--- src/wallace_pkg.sv ---
package wallace_pkg;

  // multiplier geometry
  localparam int OPERAND_W   = 16;
  localparam int PRODUCT_W   = 2 * OPERAND_W;
  localparam int TREE_LEVELS = 6;
  localparam int PIPE_DEPTH  = 4;

  // bus widths
  localparam int ADDR_W = 8;
  localparam int DATA_W = 32;
  localparam int STRB_W = DATA_W / 8;

  // register map, byte offsets
  localparam logic [ADDR_W-1:0] ADDR_MULTIPLIER   = 8'h00;
  localparam logic [ADDR_W-1:0] ADDR_MULTIPLICAND = 8'h04;
  localparam logic [ADDR_W-1:0] ADDR_CTRL         = 8'h08;
  localparam logic [ADDR_W-1:0] ADDR_STATUS       = 8'h0C;
  localparam logic [ADDR_W-1:0] ADDR_RESULT       = 8'h10;

  localparam logic [1:0] RESP_OKAY   = 2'b00;
  localparam logic [1:0] RESP_SLVERR = 2'b10;

  typedef struct packed {
    logic              awvalid;
    logic [ADDR_W-1:0] awaddr;
    logic              wvalid;
    logic [DATA_W-1:0] wdata;
    logic [STRB_W-1:0] wstrb;
    logic              bready;
    logic              arvalid;
    logic [ADDR_W-1:0] araddr;
    logic              rready;
  } axil_req_t;

  typedef struct packed {
    logic              awready;
    logic              wready;
    logic              bvalid;
    logic [1:0]        bresp;
    logic              arready;
    logic              rvalid;
    logic [DATA_W-1:0] rdata;
    logic [1:0]        rresp;
  } axil_rsp_t;

  // rows left after a number of 3:2 levels
  function automatic int tree_rows(int rows, int levels);
    int n;
    n = rows;
    for (int l = 0; l < levels; l++) begin
      n = 2 * (n / 3) + n % 3;
    end
    return n;
  endfunction

endpackage

--- src/mul_regs.sv ---
module mul_regs (
  input  logic                              Clk,
  input  logic                              arst_n,
  input  wallace_pkg::axil_req_t            axil_req,
  output wallace_pkg::axil_rsp_t            axil_rsp,
  output logic                              start,
  output logic [wallace_pkg::OPERAND_W-1:0] multiplier,
  output logic [wallace_pkg::OPERAND_W-1:0] multiplicand,
  input  logic [wallace_pkg::PRODUCT_W-1:0] product,
  input  logic                              product_valid
);

  localparam int DATA_W    = wallace_pkg::DATA_W;
  localparam int OPERAND_W = wallace_pkg::OPERAND_W;

  logic                              bvalid;
  logic [1:0]                        bresp;
  logic                              rvalid;
  logic [DATA_W-1:0]                 rdata;
  logic [1:0]                        rresp;
  logic                              done;
  logic [wallace_pkg::PRODUCT_W-1:0] result;

  logic              wr_fire;
  logic              rd_fire;
  logic              wr_ok;
  logic              ctrl_go;
  logic [DATA_W-1:0] rd_data_nxt;
  logic [1:0]        rd_resp_nxt;

  // one outstanding response per channel
  assign wr_fire = axil_req.awvalid & axil_req.wvalid & ~bvalid;
  assign rd_fire = axil_req.arvalid & ~rvalid;

  assign ctrl_go = wr_fire & (axil_req.awaddr == wallace_pkg::ADDR_CTRL)
                 & axil_req.wstrb[0] & axil_req.wdata[0];

  // only operands and ctrl are writable
  always_comb begin
    case (axil_req.awaddr)
      wallace_pkg::ADDR_MULTIPLIER,
      wallace_pkg::ADDR_MULTIPLICAND,
      wallace_pkg::ADDR_CTRL: wr_ok = 1'b1;
      default:                wr_ok = 1'b0;
    endcase
  end

  always_comb begin
    rd_data_nxt = '0;
    rd_resp_nxt = wallace_pkg::RESP_OKAY;
    case (axil_req.araddr)
      wallace_pkg::ADDR_MULTIPLIER:   rd_data_nxt = {{(DATA_W-OPERAND_W){1'b0}}, multiplier};
      wallace_pkg::ADDR_MULTIPLICAND: rd_data_nxt = {{(DATA_W-OPERAND_W){1'b0}}, multiplicand};
      wallace_pkg::ADDR_CTRL:         rd_data_nxt = '0;
      wallace_pkg::ADDR_STATUS:       rd_data_nxt = {{(DATA_W-1){1'b0}}, done};
      wallace_pkg::ADDR_RESULT:       rd_data_nxt = result;
      default:                        rd_resp_nxt = wallace_pkg::RESP_SLVERR;
    endcase
  end

  // operand registers, byte strobes honored
  always_ff @(posedge Clk or negedge arst_n) begin
    if (!arst_n) begin
      multiplier   <= '0;
      multiplicand <= '0;
    end else if (wr_fire) begin
      for (int b = 0; b < OPERAND_W / 8; b++) begin
        if (axil_req.wstrb[b]) begin
          if (axil_req.awaddr == wallace_pkg::ADDR_MULTIPLIER) begin
            multiplier[8*b +: 8] <= axil_req.wdata[8*b +: 8];
          end
          if (axil_req.awaddr == wallace_pkg::ADDR_MULTIPLICAND) begin
            multiplicand[8*b +: 8] <= axil_req.wdata[8*b +: 8];
          end
        end
      end
    end
  end

  always_ff @(posedge Clk or negedge arst_n) begin
    if (!arst_n) begin
      bvalid <= 1'b0;
      rvalid <= 1'b0;
      start  <= 1'b0;
      done   <= 1'b0;
      result <= '0;
    end else begin
      start <= ctrl_go;
      if (wr_fire) begin
        bvalid <= 1'b1;
      end else if (axil_req.bready) begin
        bvalid <= 1'b0;
      end
      if (rd_fire) begin
        rvalid <= 1'b1;
      end else if (axil_req.rready) begin
        rvalid <= 1'b0;
      end
      // a new start wins over a product still draining
      if (ctrl_go) begin
        done <= 1'b0;
      end else if (product_valid) begin
        done <= 1'b1;
      end
      if (product_valid) begin
        result <= product;
      end
    end
  end

  // response payload, held until the handshake
  always_ff @(posedge Clk) begin
    if (wr_fire) begin
      bresp <= wr_ok ? wallace_pkg::RESP_OKAY : wallace_pkg::RESP_SLVERR;
    end
    if (rd_fire) begin
      rdata <= rd_data_nxt;
      rresp <= rd_resp_nxt;
    end
  end

  always_comb begin
    axil_rsp.awready = ~bvalid;
    axil_rsp.wready  = ~bvalid;
    axil_rsp.bvalid  = bvalid;
    axil_rsp.bresp   = bresp;
    axil_rsp.arready = ~rvalid;
    axil_rsp.rvalid  = rvalid;
    axil_rsp.rdata   = rdata;
    axil_rsp.rresp   = rresp;
  end

endmodule

--- src/mul_top.sv ---
module mul_top (
  input  logic                   Clk,
  input  logic                   arst_n,
  input  wallace_pkg::axil_req_t axil_req,
  output wallace_pkg::axil_rsp_t axil_rsp
);

  localparam int WIDTH = wallace_pkg::OPERAND_W;

  logic                 start;
  logic [WIDTH-1:0]     multiplier;
  logic [WIDTH-1:0]     multiplicand;
  logic [2*WIDTH-1:0]   product;
  logic                 product_valid;

  // bus side
  mul_regs u_regs (
    .Clk           (Clk),
    .arst_n        (arst_n),
    .axil_req      (axil_req),
    .axil_rsp      (axil_rsp),
    .start         (start),
    .multiplier    (multiplier),
    .multiplicand  (multiplicand),
    .product       (product),
    .product_valid (product_valid)
  );

  // pipelined tree
  wallace_mult #(
    .WIDTH (WIDTH)
  ) u_mult (
    .Clk           (Clk),
    .arst_n        (arst_n),
    .start         (start),
    .multiplier    (multiplier),
    .multiplicand  (multiplicand),
    .product       (product),
    .product_valid (product_valid)
  );

endmodule

--- src/partial_products.sv ---
module partial_products #(
  parameter int WIDTH = 16
) (
  input  logic                           Clk,
  input  logic                           arst_n,
  input  logic [WIDTH-1:0]               multiplier,
  input  logic [WIDTH-1:0]               multiplicand,
  output logic [WIDTH-1:0][2*WIDTH-1:0] rows
);

  localparam int ROW_W = 2 * WIDTH;

  logic [WIDTH-1:0][ROW_W-1:0] rows_d;

  // one row per multiplier bit, already at its weight
  always_comb begin
    for (int i = 0; i < WIDTH; i++) begin
      rows_d[i] = {{WIDTH{1'b0}}, multiplicand & {WIDTH{multiplier[i]}}} << i;
    end
  end

  // first pipeline stage
  always_ff @(posedge Clk or negedge arst_n) begin
    if (!arst_n) begin
      rows <= '0;
    end else begin
      rows <= rows_d;
    end
  end

endmodule

--- src/wallace_mult.sv ---
module wallace_mult #(
  parameter int WIDTH = 16
) (
  input  logic                 Clk,
  input  logic                 arst_n,
  input  logic                 start,
  input  logic [WIDTH-1:0]     multiplier,
  input  logic [WIDTH-1:0]     multiplicand,
  output logic [2*WIDTH-1:0]   product,
  output logic                 product_valid
);

  localparam int ROW_W = 2 * WIDTH;
  localparam int DEPTH = wallace_pkg::PIPE_DEPTH;

  // row count entering each level
  localparam int R0 = WIDTH;
  localparam int R1 = wallace_pkg::tree_rows(WIDTH, 1);
  localparam int R2 = wallace_pkg::tree_rows(WIDTH, 2);
  localparam int R3 = wallace_pkg::tree_rows(WIDTH, 3);
  localparam int R4 = wallace_pkg::tree_rows(WIDTH, 4);
  localparam int R5 = wallace_pkg::tree_rows(WIDTH, 5);
  localparam int R6 = wallace_pkg::tree_rows(WIDTH, wallace_pkg::TREE_LEVELS);

  logic [R0-1:0][ROW_W-1:0] pp_rows;
  logic [R1-1:0][ROW_W-1:0] l1_rows;
  logic [R2-1:0][ROW_W-1:0] l2_rows;
  logic [R3-1:0][ROW_W-1:0] l3_rows;
  logic [R3-1:0][ROW_W-1:0] l3_q;
  logic [R4-1:0][ROW_W-1:0] l4_rows;
  logic [R5-1:0][ROW_W-1:0] l5_rows;
  logic [R6-1:0][ROW_W-1:0] l6_rows;
  logic [R6-1:0][ROW_W-1:0] l6_q;
  logic [DEPTH-1:0]         valid_sr;

  partial_products #(.WIDTH(WIDTH)) u_pp (
    .Clk          (Clk),
    .arst_n       (arst_n),
    .multiplier   (multiplier),
    .multiplicand (multiplicand),
    .rows         (pp_rows)
  );

  wallace_stage #(.WIDTH(WIDTH), .ROWS_IN(R0)) u_lvl1 (.rows_in(pp_rows), .rows_out(l1_rows));
  wallace_stage #(.WIDTH(WIDTH), .ROWS_IN(R1)) u_lvl2 (.rows_in(l1_rows), .rows_out(l2_rows));
  wallace_stage #(.WIDTH(WIDTH), .ROWS_IN(R2)) u_lvl3 (.rows_in(l2_rows), .rows_out(l3_rows));

  // second cut, after level 3
  always_ff @(posedge Clk) begin
    l3_q <= l3_rows;
  end

  wallace_stage #(.WIDTH(WIDTH), .ROWS_IN(R3)) u_lvl4 (.rows_in(l3_q), .rows_out(l4_rows));
  wallace_stage #(.WIDTH(WIDTH), .ROWS_IN(R4)) u_lvl5 (.rows_in(l4_rows), .rows_out(l5_rows));
  wallace_stage #(.WIDTH(WIDTH), .ROWS_IN(R5)) u_lvl6 (.rows_in(l5_rows), .rows_out(l6_rows));

  // last two rows, then the carry-propagate add
  always_ff @(posedge Clk) begin
    l6_q    <= l6_rows;
    product <= l6_q[0] + l6_q[1];
  end

  // valid runs alongside the data, no stall
  always_ff @(posedge Clk or negedge arst_n) begin
    if (!arst_n) begin
      valid_sr <= '0;
    end else begin
      valid_sr <= {valid_sr[DEPTH-2:0], start};
    end
  end

  assign product_valid = valid_sr[DEPTH-1];

endmodule

--- src/wallace_stage.sv ---
module wallace_stage #(
  parameter int WIDTH   = 16,
  parameter int ROWS_IN = 16,
  localparam int ROWS_OUT = wallace_pkg::tree_rows(ROWS_IN, 1)
) (
  input  logic [ROWS_IN-1:0][2*WIDTH-1:0]  rows_in,
  output logic [ROWS_OUT-1:0][2*WIDTH-1:0] rows_out
);

  localparam int ROW_W  = 2 * WIDTH;
  localparam int GROUPS = ROWS_IN / 3;
  localparam int LEFT   = ROWS_IN % 3;

  // each triple of rows through a row of full adders
  for (genvar g = 0; g < GROUPS; g++) begin : g_csa
    logic [ROW_W-1:0] a;
    logic [ROW_W-1:0] b;
    logic [ROW_W-1:0] c;
    logic [ROW_W-1:0] sum;
    logic [ROW_W-2:0] cy;

    assign a = rows_in[3*g];
    assign b = rows_in[3*g+1];
    assign c = rows_in[3*g+2];

    // column sums
    assign sum = a ^ b ^ c;

    // carry out of the top column falls off, the product fits in ROW_W bits
    assign cy = (a[ROW_W-2:0] & b[ROW_W-2:0])
              | (a[ROW_W-2:0] & c[ROW_W-2:0])
              | (b[ROW_W-2:0] & c[ROW_W-2:0]);

    assign rows_out[2*g]   = sum;
    assign rows_out[2*g+1] = {cy, 1'b0};
  end

  // one or two rows left over go straight through
  for (genvar p = 0; p < LEFT; p++) begin : g_pass
    assign rows_out[2*GROUPS+p] = rows_in[3*GROUPS+p];
  end

endmodule
--- config.mk ---
export PLATFORM = sky130hd
export DESIGN_NAME = mul_top
export DESIGN_NICKNAME = d
export VERILOG_FILES = /design/src/wallace_pkg.sv /design/src/mul_regs.sv /design/src/mul_top.sv /design/src/partial_products.sv /design/src/wallace_mult.sv /design/src/wallace_stage.sv
export SDC_FILE = /design/constraint.sdc
export NUM_CORES = 1
export LEC_CHECK = 0
export ABC_CLOCK_PERIOD_IN_PS = 2800
export BUFFER_PORTS_ARGS = -buffer_cell sky130_fd_sc_hd__clkbuf_2
export CAP_MARGIN = 0
export CORE_MARGIN = 4
export CORE_UTILIZATION = 63
export CTS_BUF_LIST = sky130_fd_sc_hd__clkbuf_8 sky130_fd_sc_hd__clkbuf_16
export CTS_CLUSTER_SIZE = 16
export DETAILED_ROUTE_END_ITERATION = 8
export GPL_TIMING_DRIVEN = 0
export PLACE_DENSITY = 0.86
export SYNTH_ARGS = -nofsm -noshare
export SYNTH_HDL_FRONTEND = slang
export SYNTH_HIERARCHICAL = 1
export SYNTH_SLANG_ARGS = --single-unit
--- constraint.sdc ---
create_clock -name Clk -period 2.8 [get_ports Clk]
set_input_delay 0.84 -clock Clk [delete_from_list [all_inputs] [get_ports Clk]]
set_output_delay 0.84 -clock Clk [all_outputs]
set_load 0.1 [all_outputs]
==> key figures, run 1 <==
Power
  • Lkg Pwr: 19.6 nW
  • Worst-case vdd ir drop: 692 µV
  • Switch share: 0.312
  • Comb power frac: 0.298
  • Sequential power share: 0.395
  • Sw Pwr: 8.85 mW
  • P per Cell Area: 758 nW/µm²
  • Internal power: 19.5 mW
  • Clock network fraction of design power: 0.308

Placement
  • Port Buffer Count: 79
  • Final HPWL DP: 48400 µm
  • Routability congestion estimate: 0.905

Timing
  • Measured slew at the worst slew-check pin: 1.04 ns
  • Final period utilization: 1.00
  • Fin crit period: 2.80 ns
  • Max-slew headroom: 0.306
  • Worst hold margin: 0.210 ns
  • Final WS setup: -0.000818 ns
  • Max Slew Vio Count: 0
  • Unrepaired setup endpoints after global routing: true
  • Worst Skew: 0.0266 ns
  • Fin. Hold Viols: 0
  • Final setup fails: 1
  • Highest clock rate: 357 MHz

Drt
  • Detailed-route via count: 17348
  • Wire per inst: 20.5 µm
  • Initial DRC count: 1182
  • WL final: 70400 µm
  • Vias/cell: 5.05
  • Final ANT Viol Nets: 0
  • Drc violations: 0
  • DRT Pass-1 Iters: 7

Critical path
  • Slowest cell on crit path: o311ai_0
  • CP max stage delay: 0.62 ns
  • CP Data Required Time: 3.29 ns
  • Worst Setup Start Kind: flip-flop
  • Setup CP Type: reg2reg
  • Cell Chain, Critical Path: ha_1 -> a21o_1 -> a31o_2 -> o21ai_0 -> a21oi_1 -> o311ai_0 -> a32oi_1 -> xnor2_1
  • Worst EP arrival: 3.29 ns
  • CP Capture Type: flip-flop
  • Worst Path Max Fanout: 5

Global route
  • GRT Residual Overflow: 0
  • Number of global-route vias before repair: 20255
  • GR Util All Layers: 0.262
  • Initial antenna violation count: 3
  • First-pass GRT wire length: 112000 µm
  • Largest net degree at the start of global routing: 116

Cells and area
  • Multi-input logic area: 14900 µm²
  • # fillers: 2976
  • Fin nets: 3226
  • Layout cell share with drive strength beyond 1: 0.309
  • Area growth syn-to-layout: 13.9%
  • Final core occ: 0.726
  • Seq. cell area: 15000 µm²

Run
  • Max-Cap Viols: 0

Synth
  • Cell taking the most area after synthesis: fa_1
  • Largest family of logic cells by synthesized area: adder cells
  • Main flop type after synthesis: dfrtp_1
  • Register area share after synthesis: 0.456
  • Post-synth ARST share: 0.505
  • Mapped Area: 32900 µm²
  • Synth Instances: 2285
  • Post-synthesis compound-gate area fraction: 0.0235
  • Syn Area/Cell: 14.4 µm²
  • Synth Area in Adders: 0.277
  • Warnings from Yosys: 6
  • #FFs+latches synth: 650
  • Most frequent cells after synthesis: buf_4 (477), fa_1 (435), dfrtp_1 (328)
  • Largest cells by area after synthesis: fa_1 (27%), dfrtp_1 (25%), dfxtp_1 (18%)
  • Synth top area share: 0.265
  • Distinct cells, synth: 72
  • Post-Synth Simple-Gate Area: 0.0752
  • Count leader, synth: buf_4
  • XOR/XNOR share of the synthesized area: 0.0181
  • Post-synthesis mux area share: 0.0277
  • EDFF count, synth: 34

CTS
  • # hold bufs at CTS: 0
  • Worst skew pair latency: 0.61 ns
  • Clock transition at the registers of the reported paths: 0.06 ns
  • Clk sink count: 650
  • Clock root cell: clkbuf_16
  • H-tree depth reported by CTS: 3
  • Clock tree buffer depth: 3
  • TritonCTS Buffers: 66
  • CTS tree: done

Hold path
  • Hold Crit Class: in2async

Floorplanning
  • Die Height: 236 µm
  • Die Area: 55900 µm²
  • Ports: 100
  • FP Rows: 83
  • Die width: 236 µm
  • CORE AREA: 51500 µm²
  • Starting Density: 0.638

Run status
  • Failing checks: setup timing
  • Status: finished with violations
[flip-flops by register name, indices dropped and copies added (netlist names), 4 cells and up]
signal,count
u_mult/l3_q,192
u_mult/l6_q,64
u_mult/product,32
u_mult/u_pp/rows,256
u_mult/valid_sr,4
u_regs/multiplicand,16
u_regs/multiplier,16
u_regs/rdata,32
u_regs/result,32
[final cells by class]
cell class	instances	area share
buffer	523	0.105
antenna	1	0.0000669
sequential	650	0.401
inverter	11	0.00110
timing repair buffer	84	0.0134
multi-input combinational	1365	0.398
clock inverter	37	0.00612
tap	680	0.0227
clock buffer	84	0.0520
[path summary, 6_finish.rpt]
check                      slack, ns          startpoint  cells past startpoint                  to
max                          -0.0008      u_mult/l6_q[4]                      8  u_mult/product[31]
max reg2reg                  -0.0008      u_mult/l6_q[4]                      8  u_mult/product[31]
min reg2reg                     0.35  u_mult/valid_sr[0]                      0  u_mult/valid_sr[1]
max in group asynchronous       1.18              arst_n                      3  u_mult/valid_sr[0]
min in group Clk                0.35  u_mult/valid_sr[0]                      0  u_mult/valid_sr[1]
min                             0.21              arst_n                      1       u_regs/bvalid
[kinds of logic after synthesis]
family | after synthesis
multiplexers | 80
buffers and inverters | 534
other | 8
adder cells (fa/ha/maj) | 466
flip-flops | 650
XOR/XNOR | 44
AND/OR/NAND/NOR | 393
AO/OA/AOI/OAI | 110
[critical path: cells and delay by family, from the launching register on]
family | cells | cell delay, ns
AOI/OAI and AO/OA | 6 | 1.77
adders and majority gates | 1 | 0.37
DFF | 1 | 0.31
xor gates and xnor gates | 1 | 0.26
[stage by stage]
| step | instance area, µm² | TNS [ns] | std cells | total power [mW] | setup slack [ns] |
|---|---|---|---|---|---|
| finish | 37400 | -0.000818 | 3435 | 28.3 | -0.000818 |
| CTS | 37400 | 0 | 3432 | 28.1 | 0.00937 |
| detailed placement | 35200 | -3.14 | 3311 | 19.2 | -0.211 |
| global placement | 35100 | -1895.20 | 3308 | 18.9 | -5.76 |
| global route | 37400 | -0.135 | 3434 | 29.8 | -0.0723 |
| floorplan | 33800 | 0 | 2549 | 16.9 | 0.0194 |
[layer usage]
metal / routed length (µm) / track usage / vias up
li1: - / - / 7355
met1: 25400 / 0.320 / 9074
met4: 2510 / 0.0955 / 0
met5: 0 / 0 / -
met2: 36900 / 0.457 / 718
met3: 5550 / 0.0641 / 201
[power groups by stage]
stage	registers, mW	logic, mW	clock network [mW]
global placement	11.3	7.55	0
global route	11.3	9.27	9.26
floorplan	11.4	5.48	0
detailed placement	11.3	7.83	0
CTS	11.2	8.00	8.87
finish	11.2	8.43	8.73
[cells in the final DEF, fill, tap and decap left out, drive strengths merged, types with 5 or more instances in the layout]
cell type,n
nand3,5
nor2b,5
xor3,14
conb,272
clkbuf,182
edfxtp,34
o21ai,14
mux2,64
inv,39
clkinv,7
and3,5
a21o,13
xor2,12
dfrtp,328
mux2i,16
dfxtp,288
nor4,5
buf,509
ha,31
and2,274
a21oi,40
nor2,23
or2,17
xnor2,18
nand2,33
fa,435
nand4,7
[timing repair]
item,in CTS,in global routing
setup endpoints to repair,0,6
gates resized for setup,0,2
setup buffers,0,2
Power figures use the tool's default switching activity.
==> run 2, diff against run 1 <==
REMOVE_ABC_BUFFERS = 1   (was unset)
==> key figures, run 2 (synthesis gave the netlist of run 1 again) <==
Run status
  • Status: finished, final reports clean

Power
  • Comb power frac: 0.267
  • Lkg Pwr: 16.8 nW
  • Worst-case vdd ir drop: 589 µV
  • Clock network fraction of design power: 0.324
  • Internal power: 19.1 mW
  • Sw Pwr: 8.27 mW
  • Design Power: 27.4 mW
  • Sequential power share: 0.409
  • P per Cell Area: 815 nW/µm²
  • Switch share: 0.302

Cells and area
  • Final core occ: 0.651
  • Area growth syn-to-layout: 2.11%
  • Diode count: 0
  • Layout cell share with drive strength beyond 1: 0.160
  • Fin cells: 2914
  • Max reg flops: 256
  • Top Registers: u_mult/u_pp/rows x256, u_mult/l3_q x192, u_mult/l6_q x64
  • Fin nets: 2705
  • Most flops, register: u_mult/u_pp/rows
  • Commonest non-fill, non-tap cells in the layout: fa_1 (435), dfrtp_1 (327), dfxtp_1 (288)
  • Fin area: 33500 µm²
  • # fillers: 3357
  • Commonest non-fill, non-tap cell in the layout: fa_1

Critical path
  • CP Launch Point: u_mult/l6_q[0]
  • Setup CP Type: reg2reg
  • Critical R2R Launch: u_mult/l6_q[0]
  • Worst Setup Start Kind: flip-flop
  • Crit Reg-Reg Endpoint: u_mult/product[18]
  • CP Capture Type: flip-flop
  • Crit path to: u_mult/product[18]
  • CP Data Required Time: 3.29 ns
  • Worst EP arrival: 3.16 ns
  • Reg-to-reg slack, setup: 0.13 ns
  • Worst Path Max Fanout: 4
  • Reg2reg path depth: 9

Drt
  • WL final: 60700 µm
  • Initial DRC count: 1031
  • Final ANT Viol Nets: 0
  • Wire per inst: 20.8 µm
  • Vias/cell: 5.18
  • Drc violations: 0
  • Detailed-route via count: 15089
  • DRT Pass-1 Iters: 5

Global route
  • Number of global-route vias before repair: 17702
  • GRT Residual Overflow: 0
  • Largest net degree at the start of global routing: 124
  • Initial antenna violation count: 2
  • First-pass GRT wire length: 96700 µm
  • GR Util All Layers: 0.226

Floorplanning
  • Starting Density: 0.638
  • CORE AREA: 51500 µm²
  • Die Area: 55900 µm²
  • Ports: 100
  • Die Height: 236 µm
  • FP Rows: 83
  • Die width: 236 µm

Timing
  • Final WS setup: 0.127 ns
  • Final period utilization: 0.955
  • Measured slew at the worst slew-check pin: 1.09 ns
  • Worst hold margin: 0.0995 ns
  • Fin. Hold Viols: 0
  • Fin crit period: 2.67 ns
  • Highest clock rate: 374 MHz
  • Worst Skew: 0.0321 ns
  • Final setup fails: 0
  • TNS Setup: 0 ns
  • Max-slew headroom: 0.274
  • Max Slew Vio Count: 0

CTS
  • # hold bufs at CTS: 0
  • Worst skew pair latency: 0.61 ns
  • Clock transition at the registers of the reported paths: 0.06 ns
  • Clock tree buffer depth: 3
  • CTS tree: done
  • Clk sink count: 650
  • TritonCTS Buffers: 66
  • H-tree depth reported by CTS: 3
  • Clock root cell: clkbuf_16

Placement
  • Placed Cells: 2791
  • Routability congestion estimate: 0.865
  • Pre-CTS WS: 0.0177 ns
  • Port Buffer Count: 79
  • Post-DP Area: 31300 µm²
  • Final HPWL DP: 40300 µm

Run
  • Max-Cap Viols: 0

Hold path
  • Hold Crit Class: in2async
## run 2: cell count changes in the layout (fill, tap and decap cells not counted), sizes merged
cell / previous run / this run
buf: 509 / 7
bufinv: 1 / 2
clkbuf: 182 / 167
diode: 1 / 0
inv: 39 / 31
clkinv: 7 / 11
## run 2: final cells by class
class,instances,area (µm²),area share
Sequential cell,650,15000,0.447
Multi-Input combinational cell,1365,14900,0.444
Clock buffer,88,1990,0.0593
Tap cell,680,851,0.0254
Timing Repair Buffer,86,529,0.0158
Clock inverter,34,240,0.00716
Inverter,11,41.3,0.00123
## run 2: worst max-delay path, cell delays in order (launching register included)
cell and delay [ns]:
dfxtp_1 0.32, ha_1 0.22, fa_1 0.41, a21o_1 0.23, a221oi_4 0.35, o211ai_4 0.16, a31o_2 0.30, a31oi_2 0.23
o21ai_0 0.12, xor2_1 0.24
## run 2: worst min path at each step
stage                                end
floorplan               u_mult/l3_q[175]
global placement        u_mult/l3_q[181]
detailed placement      u_mult/l3_q[179]
CTS                 u_mult/u_pp/rows[34]
global route        u_mult/u_pp/rows[34]
finish              u_mult/u_pp/rows[34]
## run 2: routing by layer
layer / global-route usage / vias up / wire length, µm
met5: 0 / - / 0
met4: 0.0844 / 0 / 2030
met3: 0.0458 / 148 / 3900
met2: 0.395 / 563 / 32200
met1: 0.280 / 8055 / 22600
li1: - / 6323 / -
## run 2: power by group through the flow
stage,Combinational [mW],Clock (mW),Sequential (mW)
after floorplan,4.96,0,11.4
after global placement,6.67,0,11.3
after detailed placement,7.00,0,11.4
after CTS,7.15,9.02,11.2
after global routing,8.29,9.43,11.3
final,7.31,8.86,11.2
## run 2: timing repair
item	in CTS	in global routing
cloned	0	0
gates resized for setup	1	2
pin swaps	0	3
endpoints found under the setup margin	1	2
buffers inserted	0	1
